[config.mk]
export PLATFORM = sky130hd
export DESIGN_NAME = tlb_top
export DESIGN_NICKNAME = d
export VERILOG_FILES = /design/src/common/tlb_pkg.sv /design/src/lookup/tlb_match.sv /design/src/lookup/tlb_page_select.sv /design/src/tlb_maint_ctrl.sv /design/src/tlb_entry_array.sv /design/src/tlb_top.sv
export SDC_FILE = /design/constraint.sdc
export NUM_CORES = 2
export LEC_CHECK = 0
export BUFFER_PORTS_ARGS = -buffer_cell sky130_fd_sc_hd__buf_4
export CAP_MARGIN = 10
export CORE_AREA = 10 10 440 442
export CTS_CLUSTER_SIZE = 25
export DETAILED_ROUTE_END_ITERATION = 10
export DIE_AREA = 0 0 450 452
export PLACE_DENSITY = 0.58
export SLEW_MARGIN = 20
export SYNTH_ARGS = -nofsm -noshare
export SYNTH_HDL_FRONTEND = slang
export SYNTH_SLANG_ARGS = --single-unit
[constraint.sdc]
create_clock -name clk -period 4.9 [get_ports clk]
set_input_delay 0.245 -clock clk [delete_from_list [all_inputs] [get_ports clk]]
set_output_delay 0.245 -clock clk [all_outputs]
set_load 0.05 [all_outputs]
[src/common/tlb_pkg.sv]
package tlb_pkg;

    // field widths
    localparam int VPPN_W   = 19;
    localparam int ASID_W   = 10;
    localparam int PPN_W    = 20;
    localparam int PLV_W    = 2;
    localparam int MAT_W    = 2;
    localparam int PS_W     = 6;
    localparam int INV_OP_W = 5;

    // page size codes, log2 of the page size in bytes
    localparam logic [PS_W-1:0] PS_4K = 6'd12;
    localparam logic [PS_W-1:0] PS_4M = 6'd21;

    // invtlb op codes
    localparam logic [INV_OP_W-1:0] INV_ALL0              = 5'd0;
    localparam logic [INV_OP_W-1:0] INV_ALL1              = 5'd1;
    localparam logic [INV_OP_W-1:0] INV_GLOBAL            = 5'd2;
    localparam logic [INV_OP_W-1:0] INV_NONGLOBAL         = 5'd3;
    localparam logic [INV_OP_W-1:0] INV_ASID              = 5'd4;
    localparam logic [INV_OP_W-1:0] INV_ASID_VA           = 5'd5;
    localparam logic [INV_OP_W-1:0] INV_GLOBAL_OR_ASID_VA = 5'd6;

    // 4 MB view of a vppn word
    typedef struct packed {
        logic [9:0] vpn_hi;
        logic       odd;
        logic [7:0] rsvd;
    } vppn_4m_t;

    // one vppn word, read as a flat 4 KB pair number or as a 4 MB page
    typedef union packed {
        logic [VPPN_W-1:0] view_4k;
        vppn_4m_t          view_4m;
    } vppn_t;

endpackage

[src/lookup/tlb_match.sv]
`timescale 1ns/100ps

module tlb_match #(
    parameter int TLB_NUM = 16,
    localparam int IDX_W = $clog2(TLB_NUM)
) (
    input  tlb_pkg::vppn_t                           key_vppn,
    input  logic [tlb_pkg::ASID_W-1:0]               key_asid,
    input  logic [TLB_NUM-1:0]                       ent_e,
    input  logic [TLB_NUM-1:0]                       ent_g,
    input  logic [TLB_NUM-1:0]                       ent_ps4m,
    input  logic [TLB_NUM-1:0][tlb_pkg::ASID_W-1:0]  ent_asid,
    input  tlb_pkg::vppn_t [TLB_NUM-1:0]             ent_vppn,
    output logic                                     found,
    output logic [IDX_W-1:0]                         index
);
    import tlb_pkg::*;

    logic [TLB_NUM-1:0] hit;

    // low 9 bits only count for 4 KB entries
    always_comb begin
        for (int i = 0; i < TLB_NUM; i++) begin
            hit[i] = ent_e[i]
                && (key_vppn.view_4m.vpn_hi == ent_vppn[i].view_4m.vpn_hi)
                && (ent_ps4m[i] || key_vppn.view_4k[8:0] == ent_vppn[i].view_4k[8:0])
                && (ent_g[i] || key_asid == ent_asid[i]);
        end
    end

    assign found = |hit;

    // or-encode, valid while hits stay unique
    always_comb begin
        index = '0;
        for (int i = 0; i < TLB_NUM; i++) begin
            if (hit[i])
                index = index | IDX_W'(i);
        end
    end

    // software must never install overlapping entries
    always_comb begin
        a_hit_unique: assert final ($onehot0(hit));
    end

endmodule

[src/lookup/tlb_page_select.sv]
`timescale 1ns/100ps

module tlb_page_select #(
    parameter int TLB_NUM = 16,
    localparam int IDX_W = $clog2(TLB_NUM)
) (
    input  logic                                    found,
    input  logic [IDX_W-1:0]                        index,
    input  tlb_pkg::vppn_t                          key_vppn,
    input  logic                                    va_bit12,
    input  logic [TLB_NUM-1:0]                      ent_ps4m,
    input  logic [TLB_NUM-1:0][tlb_pkg::PPN_W-1:0]  ent_ppn0,
    input  logic [TLB_NUM-1:0][tlb_pkg::PLV_W-1:0]  ent_plv0,
    input  logic [TLB_NUM-1:0][tlb_pkg::MAT_W-1:0]  ent_mat0,
    input  logic [TLB_NUM-1:0]                      ent_d0,
    input  logic [TLB_NUM-1:0]                      ent_v0,
    input  logic [TLB_NUM-1:0][tlb_pkg::PPN_W-1:0]  ent_ppn1,
    input  logic [TLB_NUM-1:0][tlb_pkg::PLV_W-1:0]  ent_plv1,
    input  logic [TLB_NUM-1:0][tlb_pkg::MAT_W-1:0]  ent_mat1,
    input  logic [TLB_NUM-1:0]                      ent_d1,
    input  logic [TLB_NUM-1:0]                      ent_v1,
    output logic [tlb_pkg::PPN_W-1:0]               ppn,
    output logic [tlb_pkg::PS_W-1:0]                ps,
    output logic [tlb_pkg::PLV_W-1:0]               plv,
    output logic [tlb_pkg::MAT_W-1:0]               mat,
    output logic                                    d,
    output logic                                    v
);
    import tlb_pkg::*;

    logic hit_4m;
    logic odd;

    assign hit_4m = ent_ps4m[index];
    // 4 MB pages split on vppn bit 8, 4 KB pairs on va bit 12
    assign odd = hit_4m ? key_vppn.view_4m.odd : va_bit12;

    always_comb begin
        ppn = '0;
        ps  = '0;
        plv = '0;
        mat = '0;
        d   = 1'b0;
        v   = 1'b0;
        if (found) begin
            ps  = hit_4m ? PS_4M : PS_4K;
            ppn = odd ? ent_ppn1[index] : ent_ppn0[index];
            plv = odd ? ent_plv1[index] : ent_plv0[index];
            mat = odd ? ent_mat1[index] : ent_mat0[index];
            d   = odd ? ent_d1[index] : ent_d0[index];
            v   = odd ? ent_v1[index] : ent_v0[index];
        end
    end

endmodule

[src/tlb_maint_ctrl.sv]
`timescale 1ns/100ps

module tlb_maint_ctrl #(
    parameter int TLB_NUM = 16,
    localparam int IDX_W = $clog2(TLB_NUM)
) (
    input  logic                                     clk,
    input  logic                                     rst,
    input  logic                                     invtlb_valid,
    input  logic [tlb_pkg::INV_OP_W-1:0]             invtlb_op,
    input  logic [tlb_pkg::ASID_W-1:0]               invtlb_asid,
    input  tlb_pkg::vppn_t                           invtlb_va,
    input  logic                                     we,
    input  logic [IDX_W-1:0]                         w_index,
    input  logic [TLB_NUM-1:0]                       ent_g,
    input  logic [TLB_NUM-1:0][tlb_pkg::ASID_W-1:0]  ent_asid,
    input  tlb_pkg::vppn_t [TLB_NUM-1:0]             ent_vppn,
    output logic [TLB_NUM-1:0]                       e_clear,
    output logic [TLB_NUM-1:0]                       e_write,
    output logic                                     e_keep_w
);
    import tlb_pkg::*;

    logic [TLB_NUM-1:0] asid_eq;
    logic [TLB_NUM-1:0] va_eq;

    always_comb begin
        for (int i = 0; i < TLB_NUM; i++) begin
            asid_eq[i] = (ent_asid[i] == invtlb_asid);
            va_eq[i]   = (ent_vppn[i].view_4k == invtlb_va.view_4k);
        end
    end

    // per-entry clear mask for the current op
    always_comb begin
        e_clear = '0;
        if (invtlb_valid) begin
            case (invtlb_op)
                INV_ALL0, INV_ALL1:    e_clear = '1;
                INV_GLOBAL:            e_clear = ent_g;
                INV_NONGLOBAL:         e_clear = ~ent_g;
                INV_ASID:              e_clear = ~ent_g & asid_eq;
                INV_ASID_VA:           e_clear = ~ent_g & asid_eq & va_eq;
                INV_GLOBAL_OR_ASID_VA: e_clear = (ent_g | asid_eq) & va_eq;
                default:               e_clear = '0;
            endcase
        end
    end

    // one-hot write enable
    always_comb begin
        e_write = '0;
        if (we)
            e_write[w_index] = 1'b1;
    end

    // a same-cycle invalidate owns the valid bit
    assign e_keep_w = ~invtlb_valid;

    a_op_legal: assert property (@(posedge clk) disable iff (rst)
        invtlb_valid |-> invtlb_op <= INV_GLOBAL_OR_ASID_VA);

endmodule

[src/tlb_entry_array.sv]
`timescale 1ns/100ps

module tlb_entry_array #(
    parameter int TLB_NUM = 16,
    localparam int IDX_W = $clog2(TLB_NUM)
) (
    input  logic                                     clk,
    input  logic                                     rst,
    input  logic [TLB_NUM-1:0]                       e_clear,
    input  logic [TLB_NUM-1:0]                       e_write,
    input  logic                                     e_keep_w,
    input  logic                                     w_e,
    input  logic [tlb_pkg::VPPN_W-1:0]               w_vppn,
    input  logic [tlb_pkg::PS_W-1:0]                 w_ps,
    input  logic [tlb_pkg::ASID_W-1:0]               w_asid,
    input  logic                                     w_g,
    input  logic [tlb_pkg::PPN_W-1:0]                w_ppn0,
    input  logic [tlb_pkg::PLV_W-1:0]                w_plv0,
    input  logic [tlb_pkg::MAT_W-1:0]                w_mat0,
    input  logic                                     w_d0,
    input  logic                                     w_v0,
    input  logic [tlb_pkg::PPN_W-1:0]                w_ppn1,
    input  logic [tlb_pkg::PLV_W-1:0]                w_plv1,
    input  logic [tlb_pkg::MAT_W-1:0]                w_mat1,
    input  logic                                     w_d1,
    input  logic                                     w_v1,
    input  logic [IDX_W-1:0]                         r_index,
    output logic [TLB_NUM-1:0]                       ent_e,
    output logic [TLB_NUM-1:0]                       ent_g,
    output logic [TLB_NUM-1:0]                       ent_ps4m,
    output logic [TLB_NUM-1:0][tlb_pkg::ASID_W-1:0]  ent_asid,
    output tlb_pkg::vppn_t [TLB_NUM-1:0]             ent_vppn,
    output logic [TLB_NUM-1:0][tlb_pkg::PPN_W-1:0]   ent_ppn0,
    output logic [TLB_NUM-1:0][tlb_pkg::PLV_W-1:0]   ent_plv0,
    output logic [TLB_NUM-1:0][tlb_pkg::MAT_W-1:0]   ent_mat0,
    output logic [TLB_NUM-1:0]                       ent_d0,
    output logic [TLB_NUM-1:0]                       ent_v0,
    output logic [TLB_NUM-1:0][tlb_pkg::PPN_W-1:0]   ent_ppn1,
    output logic [TLB_NUM-1:0][tlb_pkg::PLV_W-1:0]   ent_plv1,
    output logic [TLB_NUM-1:0][tlb_pkg::MAT_W-1:0]   ent_mat1,
    output logic [TLB_NUM-1:0]                       ent_d1,
    output logic [TLB_NUM-1:0]                       ent_v1,
    output logic                                     r_e,
    output logic [tlb_pkg::VPPN_W-1:0]               r_vppn,
    output logic [tlb_pkg::PS_W-1:0]                 r_ps,
    output logic [tlb_pkg::ASID_W-1:0]               r_asid,
    output logic                                     r_g,
    output logic [tlb_pkg::PPN_W-1:0]                r_ppn0,
    output logic [tlb_pkg::PLV_W-1:0]                r_plv0,
    output logic [tlb_pkg::MAT_W-1:0]                r_mat0,
    output logic                                     r_d0,
    output logic                                     r_v0,
    output logic [tlb_pkg::PPN_W-1:0]                r_ppn1,
    output logic [tlb_pkg::PLV_W-1:0]                r_plv1,
    output logic [tlb_pkg::MAT_W-1:0]                r_mat1,
    output logic                                     r_d1,
    output logic                                     r_v1
);
    import tlb_pkg::*;

    // valid bits, invalidate has priority over the write
    always_ff @(posedge clk) begin
        if (rst) begin
            ent_e <= '0;
        end else begin
            for (int i = 0; i < TLB_NUM; i++) begin
                if (e_write[i] && e_keep_w)
                    ent_e[i] <= w_e;
                else if (e_clear[i])
                    ent_e[i] <= 1'b0;
            end
        end
    end

    // entry fields, page size kept as one 4 MB flag
    always_ff @(posedge clk) begin
        if (rst) begin
            ent_g    <= '0;
            ent_ps4m <= '0;
            ent_asid <= '0;
            ent_vppn <= '0;
            ent_ppn0 <= '0;
            ent_plv0 <= '0;
            ent_mat0 <= '0;
            ent_d0   <= '0;
            ent_v0   <= '0;
            ent_ppn1 <= '0;
            ent_plv1 <= '0;
            ent_mat1 <= '0;
            ent_d1   <= '0;
            ent_v1   <= '0;
        end else begin
            for (int i = 0; i < TLB_NUM; i++) begin
                if (e_write[i]) begin
                    ent_g[i]    <= w_g;
                    ent_ps4m[i] <= (w_ps == PS_4M);
                    ent_asid[i] <= w_asid;
                    ent_vppn[i] <= w_vppn;
                    ent_ppn0[i] <= w_ppn0;
                    ent_plv0[i] <= w_plv0;
                    ent_mat0[i] <= w_mat0;
                    ent_d0[i]   <= w_d0;
                    ent_v0[i]   <= w_v0;
                    ent_ppn1[i] <= w_ppn1;
                    ent_plv1[i] <= w_plv1;
                    ent_mat1[i] <= w_mat1;
                    ent_d1[i]   <= w_d1;
                    ent_v1[i]   <= w_v1;
                end
            end
        end
    end

    // read port
    assign r_e    = ent_e[r_index];
    assign r_vppn = ent_vppn[r_index];
    assign r_ps   = ent_ps4m[r_index] ? PS_4M : PS_4K;
    assign r_asid = ent_asid[r_index];
    assign r_g    = ent_g[r_index];
    assign r_ppn0 = ent_ppn0[r_index];
    assign r_plv0 = ent_plv0[r_index];
    assign r_mat0 = ent_mat0[r_index];
    assign r_d0   = ent_d0[r_index];
    assign r_v0   = ent_v0[r_index];
    assign r_ppn1 = ent_ppn1[r_index];
    assign r_plv1 = ent_plv1[r_index];
    assign r_mat1 = ent_mat1[r_index];
    assign r_d1   = ent_d1[r_index];
    assign r_v1   = ent_v1[r_index];

    // only the two supported page sizes may be stored
    a_ps_legal: assert property (@(posedge clk) disable iff (rst)
        |e_write |-> (w_ps == PS_4K || w_ps == PS_4M));

endmodule

[src/tlb_top.sv]
`timescale 1ns/100ps

module tlb_top #(
    parameter int TLB_NUM = 16,
    localparam int IDX_W = $clog2(TLB_NUM)
) (
    input  logic                          clk,
    input  logic                          rst,
    // translation port
    input  tlb_pkg::vppn_t                s0_vppn,
    input  logic                          s0_va_bit12,
    input  logic [tlb_pkg::ASID_W-1:0]    s0_asid,
    output logic                          s0_found,
    output logic [IDX_W-1:0]              s0_index,
    output logic [tlb_pkg::PPN_W-1:0]     s0_ppn,
    output logic [tlb_pkg::PS_W-1:0]      s0_ps,
    output logic [tlb_pkg::PLV_W-1:0]     s0_plv,
    output logic [tlb_pkg::MAT_W-1:0]     s0_mat,
    output logic                          s0_d,
    output logic                          s0_v,
    // invtlb
    input  logic                          invtlb_valid,
    input  logic [tlb_pkg::INV_OP_W-1:0]  invtlb_op,
    input  logic [tlb_pkg::ASID_W-1:0]    invtlb_asid,
    input  tlb_pkg::vppn_t                invtlb_va,
    // write port
    input  logic                          we,
    input  logic [IDX_W-1:0]              w_index,
    input  logic                          w_e,
    input  logic [tlb_pkg::VPPN_W-1:0]    w_vppn,
    input  logic [tlb_pkg::PS_W-1:0]      w_ps,
    input  logic [tlb_pkg::ASID_W-1:0]    w_asid,
    input  logic                          w_g,
    input  logic [tlb_pkg::PPN_W-1:0]     w_ppn0,
    input  logic [tlb_pkg::PLV_W-1:0]     w_plv0,
    input  logic [tlb_pkg::MAT_W-1:0]     w_mat0,
    input  logic                          w_d0,
    input  logic                          w_v0,
    input  logic [tlb_pkg::PPN_W-1:0]     w_ppn1,
    input  logic [tlb_pkg::PLV_W-1:0]     w_plv1,
    input  logic [tlb_pkg::MAT_W-1:0]     w_mat1,
    input  logic                          w_d1,
    input  logic                          w_v1,
    // read port
    input  logic [IDX_W-1:0]              r_index,
    output logic                          r_e,
    output logic [tlb_pkg::VPPN_W-1:0]    r_vppn,
    output logic [tlb_pkg::PS_W-1:0]      r_ps,
    output logic [tlb_pkg::ASID_W-1:0]    r_asid,
    output logic                          r_g,
    output logic [tlb_pkg::PPN_W-1:0]     r_ppn0,
    output logic [tlb_pkg::PLV_W-1:0]     r_plv0,
    output logic [tlb_pkg::MAT_W-1:0]     r_mat0,
    output logic                          r_d0,
    output logic                          r_v0,
    output logic [tlb_pkg::PPN_W-1:0]     r_ppn1,
    output logic [tlb_pkg::PLV_W-1:0]     r_plv1,
    output logic [tlb_pkg::MAT_W-1:0]     r_mat1,
    output logic                          r_d1,
    output logic                          r_v1,
    // tlbsrch
    input  tlb_pkg::vppn_t                srch_vppn,
    input  logic [tlb_pkg::ASID_W-1:0]    srch_asid,
    output logic                          srch_found,
    output logic [IDX_W-1:0]              srch_index
);
    import tlb_pkg::*;

    logic [TLB_NUM-1:0]             e_clear;
    logic [TLB_NUM-1:0]             e_write;
    logic                           e_keep_w;
    logic [TLB_NUM-1:0]             ent_e;
    logic [TLB_NUM-1:0]             ent_g;
    logic [TLB_NUM-1:0]             ent_ps4m;
    logic [TLB_NUM-1:0][ASID_W-1:0] ent_asid;
    vppn_t [TLB_NUM-1:0]            ent_vppn;
    logic [TLB_NUM-1:0][PPN_W-1:0]  ent_ppn0;
    logic [TLB_NUM-1:0][PLV_W-1:0]  ent_plv0;
    logic [TLB_NUM-1:0][MAT_W-1:0]  ent_mat0;
    logic [TLB_NUM-1:0]             ent_d0;
    logic [TLB_NUM-1:0]             ent_v0;
    logic [TLB_NUM-1:0][PPN_W-1:0]  ent_ppn1;
    logic [TLB_NUM-1:0][PLV_W-1:0]  ent_plv1;
    logic [TLB_NUM-1:0][MAT_W-1:0]  ent_mat1;
    logic [TLB_NUM-1:0]             ent_d1;
    logic [TLB_NUM-1:0]             ent_v1;

    tlb_maint_ctrl #(.TLB_NUM(TLB_NUM)) u_maint_ctrl (
        .clk(clk), .rst(rst),
        .invtlb_valid(invtlb_valid), .invtlb_op(invtlb_op),
        .invtlb_asid(invtlb_asid), .invtlb_va(invtlb_va),
        .we(we), .w_index(w_index),
        .ent_g(ent_g), .ent_asid(ent_asid), .ent_vppn(ent_vppn),
        .e_clear(e_clear), .e_write(e_write), .e_keep_w(e_keep_w)
    );

    tlb_entry_array #(.TLB_NUM(TLB_NUM)) u_entry_array (
        .clk(clk), .rst(rst),
        .e_clear(e_clear), .e_write(e_write), .e_keep_w(e_keep_w),
        .w_e(w_e), .w_vppn(w_vppn), .w_ps(w_ps), .w_asid(w_asid), .w_g(w_g),
        .w_ppn0(w_ppn0), .w_plv0(w_plv0), .w_mat0(w_mat0), .w_d0(w_d0), .w_v0(w_v0),
        .w_ppn1(w_ppn1), .w_plv1(w_plv1), .w_mat1(w_mat1), .w_d1(w_d1), .w_v1(w_v1),
        .r_index(r_index),
        .ent_e(ent_e), .ent_g(ent_g), .ent_ps4m(ent_ps4m),
        .ent_asid(ent_asid), .ent_vppn(ent_vppn),
        .ent_ppn0(ent_ppn0), .ent_plv0(ent_plv0), .ent_mat0(ent_mat0),
        .ent_d0(ent_d0), .ent_v0(ent_v0),
        .ent_ppn1(ent_ppn1), .ent_plv1(ent_plv1), .ent_mat1(ent_mat1),
        .ent_d1(ent_d1), .ent_v1(ent_v1),
        .r_e(r_e), .r_vppn(r_vppn), .r_ps(r_ps), .r_asid(r_asid), .r_g(r_g),
        .r_ppn0(r_ppn0), .r_plv0(r_plv0), .r_mat0(r_mat0), .r_d0(r_d0), .r_v0(r_v0),
        .r_ppn1(r_ppn1), .r_plv1(r_plv1), .r_mat1(r_mat1), .r_d1(r_d1), .r_v1(r_v1)
    );

    tlb_match #(.TLB_NUM(TLB_NUM)) u_match_s0 (
        .key_vppn(s0_vppn), .key_asid(s0_asid),
        .ent_e(ent_e), .ent_g(ent_g), .ent_ps4m(ent_ps4m),
        .ent_asid(ent_asid), .ent_vppn(ent_vppn),
        .found(s0_found), .index(s0_index)
    );

    tlb_match #(.TLB_NUM(TLB_NUM)) u_match_srch (
        .key_vppn(srch_vppn), .key_asid(srch_asid),
        .ent_e(ent_e), .ent_g(ent_g), .ent_ps4m(ent_ps4m),
        .ent_asid(ent_asid), .ent_vppn(ent_vppn),
        .found(srch_found), .index(srch_index)
    );

    tlb_page_select #(.TLB_NUM(TLB_NUM)) u_page_select (
        .found(s0_found), .index(s0_index),
        .key_vppn(s0_vppn), .va_bit12(s0_va_bit12), .ent_ps4m(ent_ps4m),
        .ent_ppn0(ent_ppn0), .ent_plv0(ent_plv0), .ent_mat0(ent_mat0),
        .ent_d0(ent_d0), .ent_v0(ent_v0),
        .ent_ppn1(ent_ppn1), .ent_plv1(ent_plv1), .ent_mat1(ent_mat1),
        .ent_d1(ent_d1), .ent_v1(ent_v1),
        .ppn(s0_ppn), .ps(s0_ps), .plv(s0_plv), .mat(s0_mat), .d(s0_d), .v(s0_v)
    );

endmodule

# == Word level (Yosys, flattened, before mapping) ==
# Cells that the tools add are included.
# op_classes
order_cmp,4
mux,133
bitwise,6
n_reduce_logical,197
n_eq_ne,135
# op_table
cell,n
== test 10 bit,80
binary-select mux 20 bit (select 4 bit),4
== test 19 bit,16
== test 9 bit,32
2-to-1 mux 20 bit,6
logical AND 1 bit,113
one-hot mux 16 bit (6 select lines),1
binary-select mux 19 bit (select 4 bit),1
binary-select mux 2 bit (select 4 bit),8
logical OR 1 bit,64
2-to-1 mux 4 bit,16
2-to-1 mux 1 bit,52
AND 16 bit,3
binary-select mux 1 bit (select 4 bit),12
binary-select mux 10 bit (select 4 bit),1
2-to-1 mux 16 bit,2
2-to-1 mux 2 bit,16
nonzero test 2 bit,16
OR reduction 16 bit,2
2-to-1 mux 3 bit,8
2-to-1 mux 19 bit,1
inverter 16 bit,1
OR 16 bit,1
== test 5 x 3 -> 1 bit (second input constant),3
other kinds (12),16
# word_totals
out_inout_bits,131
register_bits,1344
wordCells,715

# == Logic depth before layout (Yosys ltp) ==
# logic_depth
ltp_word,24
ltp_mapped,18
mapped_depth_nobuf,12

# == Cells and area by module ==
# From an unflattened synthesis, not the netlist that was laid out.
# hier_totals
cells_unflattened,7943
hier_area_um2,82277.7
# by_module_without_submodules
module,instances,seq_area_each_um2,cells_per_inst,area_per_inst_um2
tlb_entry_array,1,26905.8,5194,57197.4
tlb_match,2,0.0,695,5869.4
tlb_maint_ctrl,1,0.0,863,6737.7
tlb_page_select,1,0.0,496,6603.8

# == Worst setup path before layout ==
# Ideal clock, no wire load.
# synth_timing
path_kind,input port to output port
startpoint,input s0_asid[8] (netlist bit)
endpoint,output s0_ps[4] (netlist bit)
cell_stages,15
n_path_buf,7
slack_ns,0.439
arrival_ns,4.216
required_ns,4.655
path_cell_list,buf_4 xor2_1 nor4_1 a41oi_2 nor3_1 a2111oi_4 nand3_1 clkbuf_1 buf_2 buf_2 buf_2 nor2_1 clkbuf_1 a31oi_1 buf_4
# synth_between
elab_chain_cells,22
# synth_rtl
item,line,text
start: declaration,tlb_top.sv:12,"input logic [tlb_pkg::ASID_W-1:0] s0_asid,"
== test 10 bit,tlb_match.sv:27,&& (ent_g[i] || key_asid == ent_asid[i]);
logical OR 1 bit,tlb_match.sv:27,
logical AND 1 bit,tlb_match.sv:27,
2-to-1 mux 1 bit,tlb_match.sv:37,if (hit[i])
2-to-1 mux 2 bit (2 in a row),tlb_match.sv:37,
2-to-1 mux 3 bit (4 in a row),tlb_match.sv:37,
2-to-1 mux 4 bit (7 in a row),tlb_match.sv:37,
2-to-1 mux 4 bit (*),tlb_match.sv:37,
net s0_index[0],tlb_top.sv:14,"output logic [IDX_W-1:0] s0_index,"
binary-select mux 1 bit (select 4 bit) (*),tlb_page_select.sv:34,assign hit_4m = ent_ps4m[index];
2-to-1 mux 1 bit (not written as such) (*),tlb_page_select.sv:34,
2-to-1 mux 5 bit (*),tlb_page_select.sv:46,ps = hit_4m ? PS_4M : PS_4K;
2-to-1 mux 6 bit (*),tlb_page_select.sv:45,if (found) begin
end: declaration,tlb_top.sv:16,"output logic [tlb_pkg::PS_W-1:0] s0_ps,"
# The timed path passes the listed nets; every way through them passes the cells marked *. The select of a mux whose other input is x is not followed.

# == Worst setup path after layout ==
# layout_timing
startpoint,register u_entry_array.ent_asid[116] (netlist bit)
endpoint,output s0_ppn[1] (netlist bit)
# layout_between
elab_chain_cells,13
# layout_rtl
item,line,text
start: declaration,tlb_entry_array.sv:31,"output logic [TLB_NUM-1:0][tlb_pkg::ASID_W-1:0] ent_asid,"
start signal: indexed assignment,tlb_entry_array.sv:97,ent_asid[i] <= w_asid;
== test 10 bit (*),tlb_match.sv:27,
logical OR 1 bit (*),tlb_match.sv:27,
logical AND 1 bit (*),tlb_match.sv:27,
2-to-1 mux 4 bit (5 in a row),tlb_match.sv:37,
binary-select mux 1 bit (select 4 bit),tlb_page_select.sv:34,
2-to-1 mux 1 bit (not written as such),tlb_page_select.sv:34,
2-to-1 mux 1 bit,tlb_page_select.sv:36,assign odd = hit_4m ? key_vppn.view_4m.odd : va_bit12;
2-to-1 mux 20 bit,tlb_page_select.sv:47,ppn = odd ? ent_ppn1[index] : ent_ppn0[index];
2-to-1 mux 20 bit (*),tlb_page_select.sv:45,
end: declaration,tlb_top.sv:15,"output logic [tlb_pkg::PPN_W-1:0] s0_ppn,"
# Mark *: on every way between the ends. The rest lies on a longest branch, timed or not. The select of a mux whose other input is x is not followed.

==> flow_summary_export.csv <==
group,metric,value,unit
setup_path,arrival,4.83,ns
sta,grt_setup_unrepaired,"yes",
setup_path,worstSetupEndpointType,"output port",
cells_and_area,count_of_placed_standard_cells_in_the_final_layout_fillers_left_out,12400,
synth,sequential_cell_area_fraction_in_the_yosys_report,32.6,%
routing,drt-total-wl,383000,um
sta,final_min_period_over_clock_period,104,%
routing,drc_errors,0,
job,drv.max_cap_violation_count,0,
sta,timing_max_transition_violations_final,0,
cells_and_area,sequential_standard_cell_area,27100,um^2
clocking,ctsHtreeMaxLevel,4,
placement,dp.cells,12000,
placement,detailed_place_hpwl,245000,um
synth,unique_masters_post_synth,60,
clocking,clock_tree.root_cell,"sky130_fd_sc_hd__clkbuf_16",
pwr,totalPowerFinal,26.5,mW
floorplan,start_util,44.7,%
clocking,clock-sinks,1344,
sta,setup_slack,-0.177,ns
setup_path,critPathSlowestCell,"sky130_fd_sc_hd__mux2i_2",
clocking,cts_tree,"yes",
clocking,insertion_delay_of_the_later_clocked_pin_in_the_worst_skew_pair,0.86,ns
global_route,first_global_vias,75400,
global_route,grt_util_all_layers,35.8,%
synth,synth.yosys.warnings,0,
placement,placedInstanceArea,88100,um^2
outcome,status,"finished with violations",
floorplan,rows,158,
synth,ys_top_cells_by_area,"sky130_fd_sc_hd__dfxtp_1, sky130_fd_sc_hd__nand2_1, sky130_fd_sc_hd__mux4_2",
synth,netlist_area,82500,um^2
routing,ant_nets,0,
clocking,worst_setup_hold_path_clk_slew,0.06,ns
synth,postSynth.asyncResetShare,0,%
sta,pin_slew_with_the_least_headroom_to_its_limit,1.24,ns
cells_and_area,fill_cells,17200,
synth,leading_area_contributor_after_synthesis,"sky130_fd_sc_hd__dfxtp_1",
cells_and_area,multi_input_area,52800,um^2
setup_path,worstReg2RegEnd,"u_entry_array.ent_e[4]",
global_route,initial_antenna_violation_count,35,
setup_path,critical-path-top-delay-family,"buffers and inverters",
clocking,clockBufferDepth,3,
pwr,power_per_cell_area,276,nW/um^2
setup_path,worstSetupStartpointType,"flop",
setup_path,r2r_cell_count,8,
setup_path,crit_path_max_fanout,36,
pwr,p_leak,32.2,nW
clocking,cts-buffers-inserted,156,
global_route,grt_max_degree,146,
synth,cell_with_the_most_instances_after_synthesis,"sky130_fd_sc_hd__nand2_1",
setup_path,timing_worst_setup_path_type,"reg -> out",
hold_path,worstHoldStart,"w_index[3]",
setup_path,timing.critical_path.cells,"xor2_2 -> nor4_2 -> a41oi_2 -> buf_4 -> or3_4 -> nand4_1 -> buf_4 -> or2_4 -> buf_12 -> mux2i_1 -> buf_4 -> mux2i_2 -> mux2i_1 -> buf_4 -> nor2_2 -> buf_6",
floorplan,die_x,450,um
floorplan,ios,325,
routing,via_count_of_the_routed_design,77300,
hold_path,hold_path_depth,5,
sta,worst_hold_check_slack,0.0389,ns
setup_path,timing.reg2reg.setup_slack,1.66,ns
synth,synthesis.area_per_instance,8.44,um^2
floorplan,full_die_area,203000,um^2
placement,dp_worst_setup_slack,-0.156,ns
synth,number_of_synthesized_register_bits,1344,
placement,io_buffers,319,
setup_path,critical_path.reg2reg.startpoint,"u_entry_array.ent_vppn[91]",
synth,synth-edff-count,0,
hold_path,hold_class,"in -> reg",
global_route,grt_overflow_total,0,
hold_path,min_delay_worst_endpoint,"u_entry_array.ent_ppn1[105]",
routing,drt_first_pass_iters,6,
synth,synth_flop_cell,"sky130_fd_sc_hd__dfxtp_1",
sta,setup_viol,26,
global_route,global_route_wire_length_before_repair,543000,um
synth,ys_top_cells_by_count,"sky130_fd_sc_hd__nand2_1, sky130_fd_sc_hd__a21oi_1, sky130_fd_sc_hd__dfxtp_1",
routing,drt_iter0_drc,9674,
routing,routed_via_density,6.23,
sta,slew_headroom,16.5,%
floorplan,fp.coreArea,185000,um^2
synth,yosysTopAreaCellShare,32.6,%
cells_and_area,final_core_utilization,52.0,%
outcome,violations,"setup timing",
cells_and_area,area_added_between_synthesis_and_finish,16.5,%
cells_and_area,final_net_count,9986,
cells_and_area,drive_above_1_share,17.4,%
floorplan,dieHeight,452,um
routing,route.detailed.wl_per_inst,30.8,um
synth,synthesis.instances,9774,
sta,timing.final.hold_violations,0,
sta,setup-tns-final,-2.59,ns
pwr,peakVddDrop,0.000290,V
setup_path,critical_path.most_common_cell,"sky130_fd_sc_hd__buf_4",
setup_path,critPathBufInv,6,
sta,final.setup_skew,0.0643,ns
setup_path,cp_data_required_time,4.66,ns
setup_path,critPathMaxStageDelay,0.41,ns
placement,gpl.final_weighted_congestion,1.05,
sta,max_freq,197,MHz
sta,final_period_minus_worst_setup_slack,5.08,ns
cells_and_area,layout.cell_area.non_filler,96100,um^2
-- layout by cell type, fill, tap and decap left out, types with 28 or more instances in the layout --
| cell | Yosys | routed |
|---|---|---|
| sky130_fd_sc_hd__dfxtp_1 | 1344 | 1234 |
| sky130_fd_sc_hd__buf_12 | 3 | 67 |
| sky130_fd_sc_hd__nor3_1 | 77 | 50 |
| sky130_fd_sc_hd__dfxtp_2 | 0 | 92 |
| sky130_fd_sc_hd__clkbuf_1 | 791 | 31 |
| sky130_fd_sc_hd__dlygate4sd3_1 | 0 | 89 |
| sky130_fd_sc_hd__xor2_1 | 871 | 859 |
| sky130_fd_sc_hd__mux4_2 | 420 | 420 |
| sky130_fd_sc_hd__buf_6 | 15 | 35 |
| sky130_fd_sc_hd__clkbuf_8 | 0 | 39 |
| sky130_fd_sc_hd__nand2_1 | 2707 | 2694 |
| sky130_fd_sc_hd__nand4_1 | 115 | 115 |
| sky130_fd_sc_hd__clkbuf_16 | 0 | 158 |
| sky130_fd_sc_hd__mux2i_1 | 808 | 783 |
| sky130_fd_sc_hd__a21oi_1 | 1364 | 1363 |
| sky130_fd_sc_hd__nor4_1 | 238 | 210 |
| sky130_fd_sc_hd__buf_4 | 37 | 646 |
| sky130_fd_sc_hd__xnor2_1 | 525 | 524 |
| sky130_fd_sc_hd__nor2_1 | 77 | 59 |
| sky130_fd_sc_hd__nand3_1 | 36 | 28 |
-- layout make-up --
| cell class | instances | share of cell area [%] |
|---|---|---|
| Clock inverter | 51 | 0.766 |
| Multi-Input combinational cell | 7438 | 54.9 |
| Antenna cell | 21 | 0.0547 |
| Timing Repair Buffer | 849 | 8.07 |
| Sequential cell | 1344 | 28.2 |
| Inverter | 3 | 0.0117 |
| Tap cell | 2480 | 3.23 |
| Clock buffer | 226 | 4.76 |
-- sequential cells by signal, indices dropped and copies added, names as in the netlist --
register / cells
u_entry_array.ent_mat1: 32
u_entry_array.ent_mat0: 32
u_entry_array.ent_ppn1: 320
u_entry_array.ent_d1: 16
u_entry_array.ent_plv1: 32
u_entry_array.ent_asid: 160
u_entry_array.ent_v1: 16
u_entry_array.ent_d0: 16
u_entry_array.ent_plv0: 32
u_entry_array.ent_ppn0: 320
u_entry_array.ent_ps4m: 16
u_entry_array.ent_g: 16
u_entry_array.ent_e: 16
u_entry_array.ent_v0: 16
u_entry_array.ent_vppn: 304
-- how the worst max path moves through the flow --
stage / cells past startpoint / slack (ns) / to / start
2_1_floorplan: 15 / 0.44 / s0_ps[4] / s0_asid[8]
3_3_place_gp: 18 / -0.22 / s0_ppn[5] / s0_asid[3]
3_5_place_dp: 17 / -0.16 / s0_ppn[0] / s0_vppn[12]
4_1_cts: 18 / -0.21 / s0_d / u_entry_array.ent_asid[110]
5_1_grt: 19 / -0.23 / s0_ppn[8] / u_entry_array.ent_vppn[264]
6_report: 16 / -0.18 / s0_ppn[1] / u_entry_array.ent_asid[116]
-- power by group --
group          total [mW]  switching, mW  internal (mW)  leakage (nW)
combinational        3.00           2.00          0.997          18.7
clock                12.3           5.22           7.08          2.61
sequential           11.2          0.162           11.1          10.9
total                26.5           7.38           19.1          32.2
-- routing by layer --
| metal | vias up | GRT usage [%] | part of all wire (%) |
|---|---|---|---|
| met2 | 4763 | 56.4 | 45 |
| met5 | - | 0 | 0.036 |
| met3 | 1441 | 7.14 | 9.4 |
| met1 | 37700 | 42.8 | 37 |
| li1 | 33400 | - | - |
| met4 | 18 | 27.9 | 9.1 |
-- worst min-delay path, cell delays in order --
cell	delay (ns)
sky130_fd_sc_hd__buf_4	0.12
sky130_fd_sc_hd__or2_2	0.23
sky130_fd_sc_hd__nor2_4	0.13
sky130_fd_sc_hd__nand2_1	0.09
sky130_fd_sc_hd__a21oi_1	0.05
-- logic make-up (layout without fill, tap and decap cells) --
family / count (synthesis) / count (layout) / synth area share, %
AND/OR/NAND/NOR: 3306 / 3306 / 16.5
AO/OA/AOI/OAI: 1498 / 1498 / 9.68
XOR/XNOR: 1397 / 1397 / 14.8
flip-flops: 1344 / 1344 / 32.6
multiplexers: 1232 / 1232 / 21.3
buffers and inverters: 995 / 1129 / 4.99
other: 2 / 26 / 0.00911
-- what timing repair did --
action | CTS | global route
hold buffers | 89 | 0
resized for setup | 257 | 83
buffers inserted | 41 | 7
endpoints found under the hold margin | 1344 | 0
endpoints found under the setup margin | 31 | 26
cloned | 2 | 1
pin swaps | 39 | 32
(Power assumes the default switching activity.)
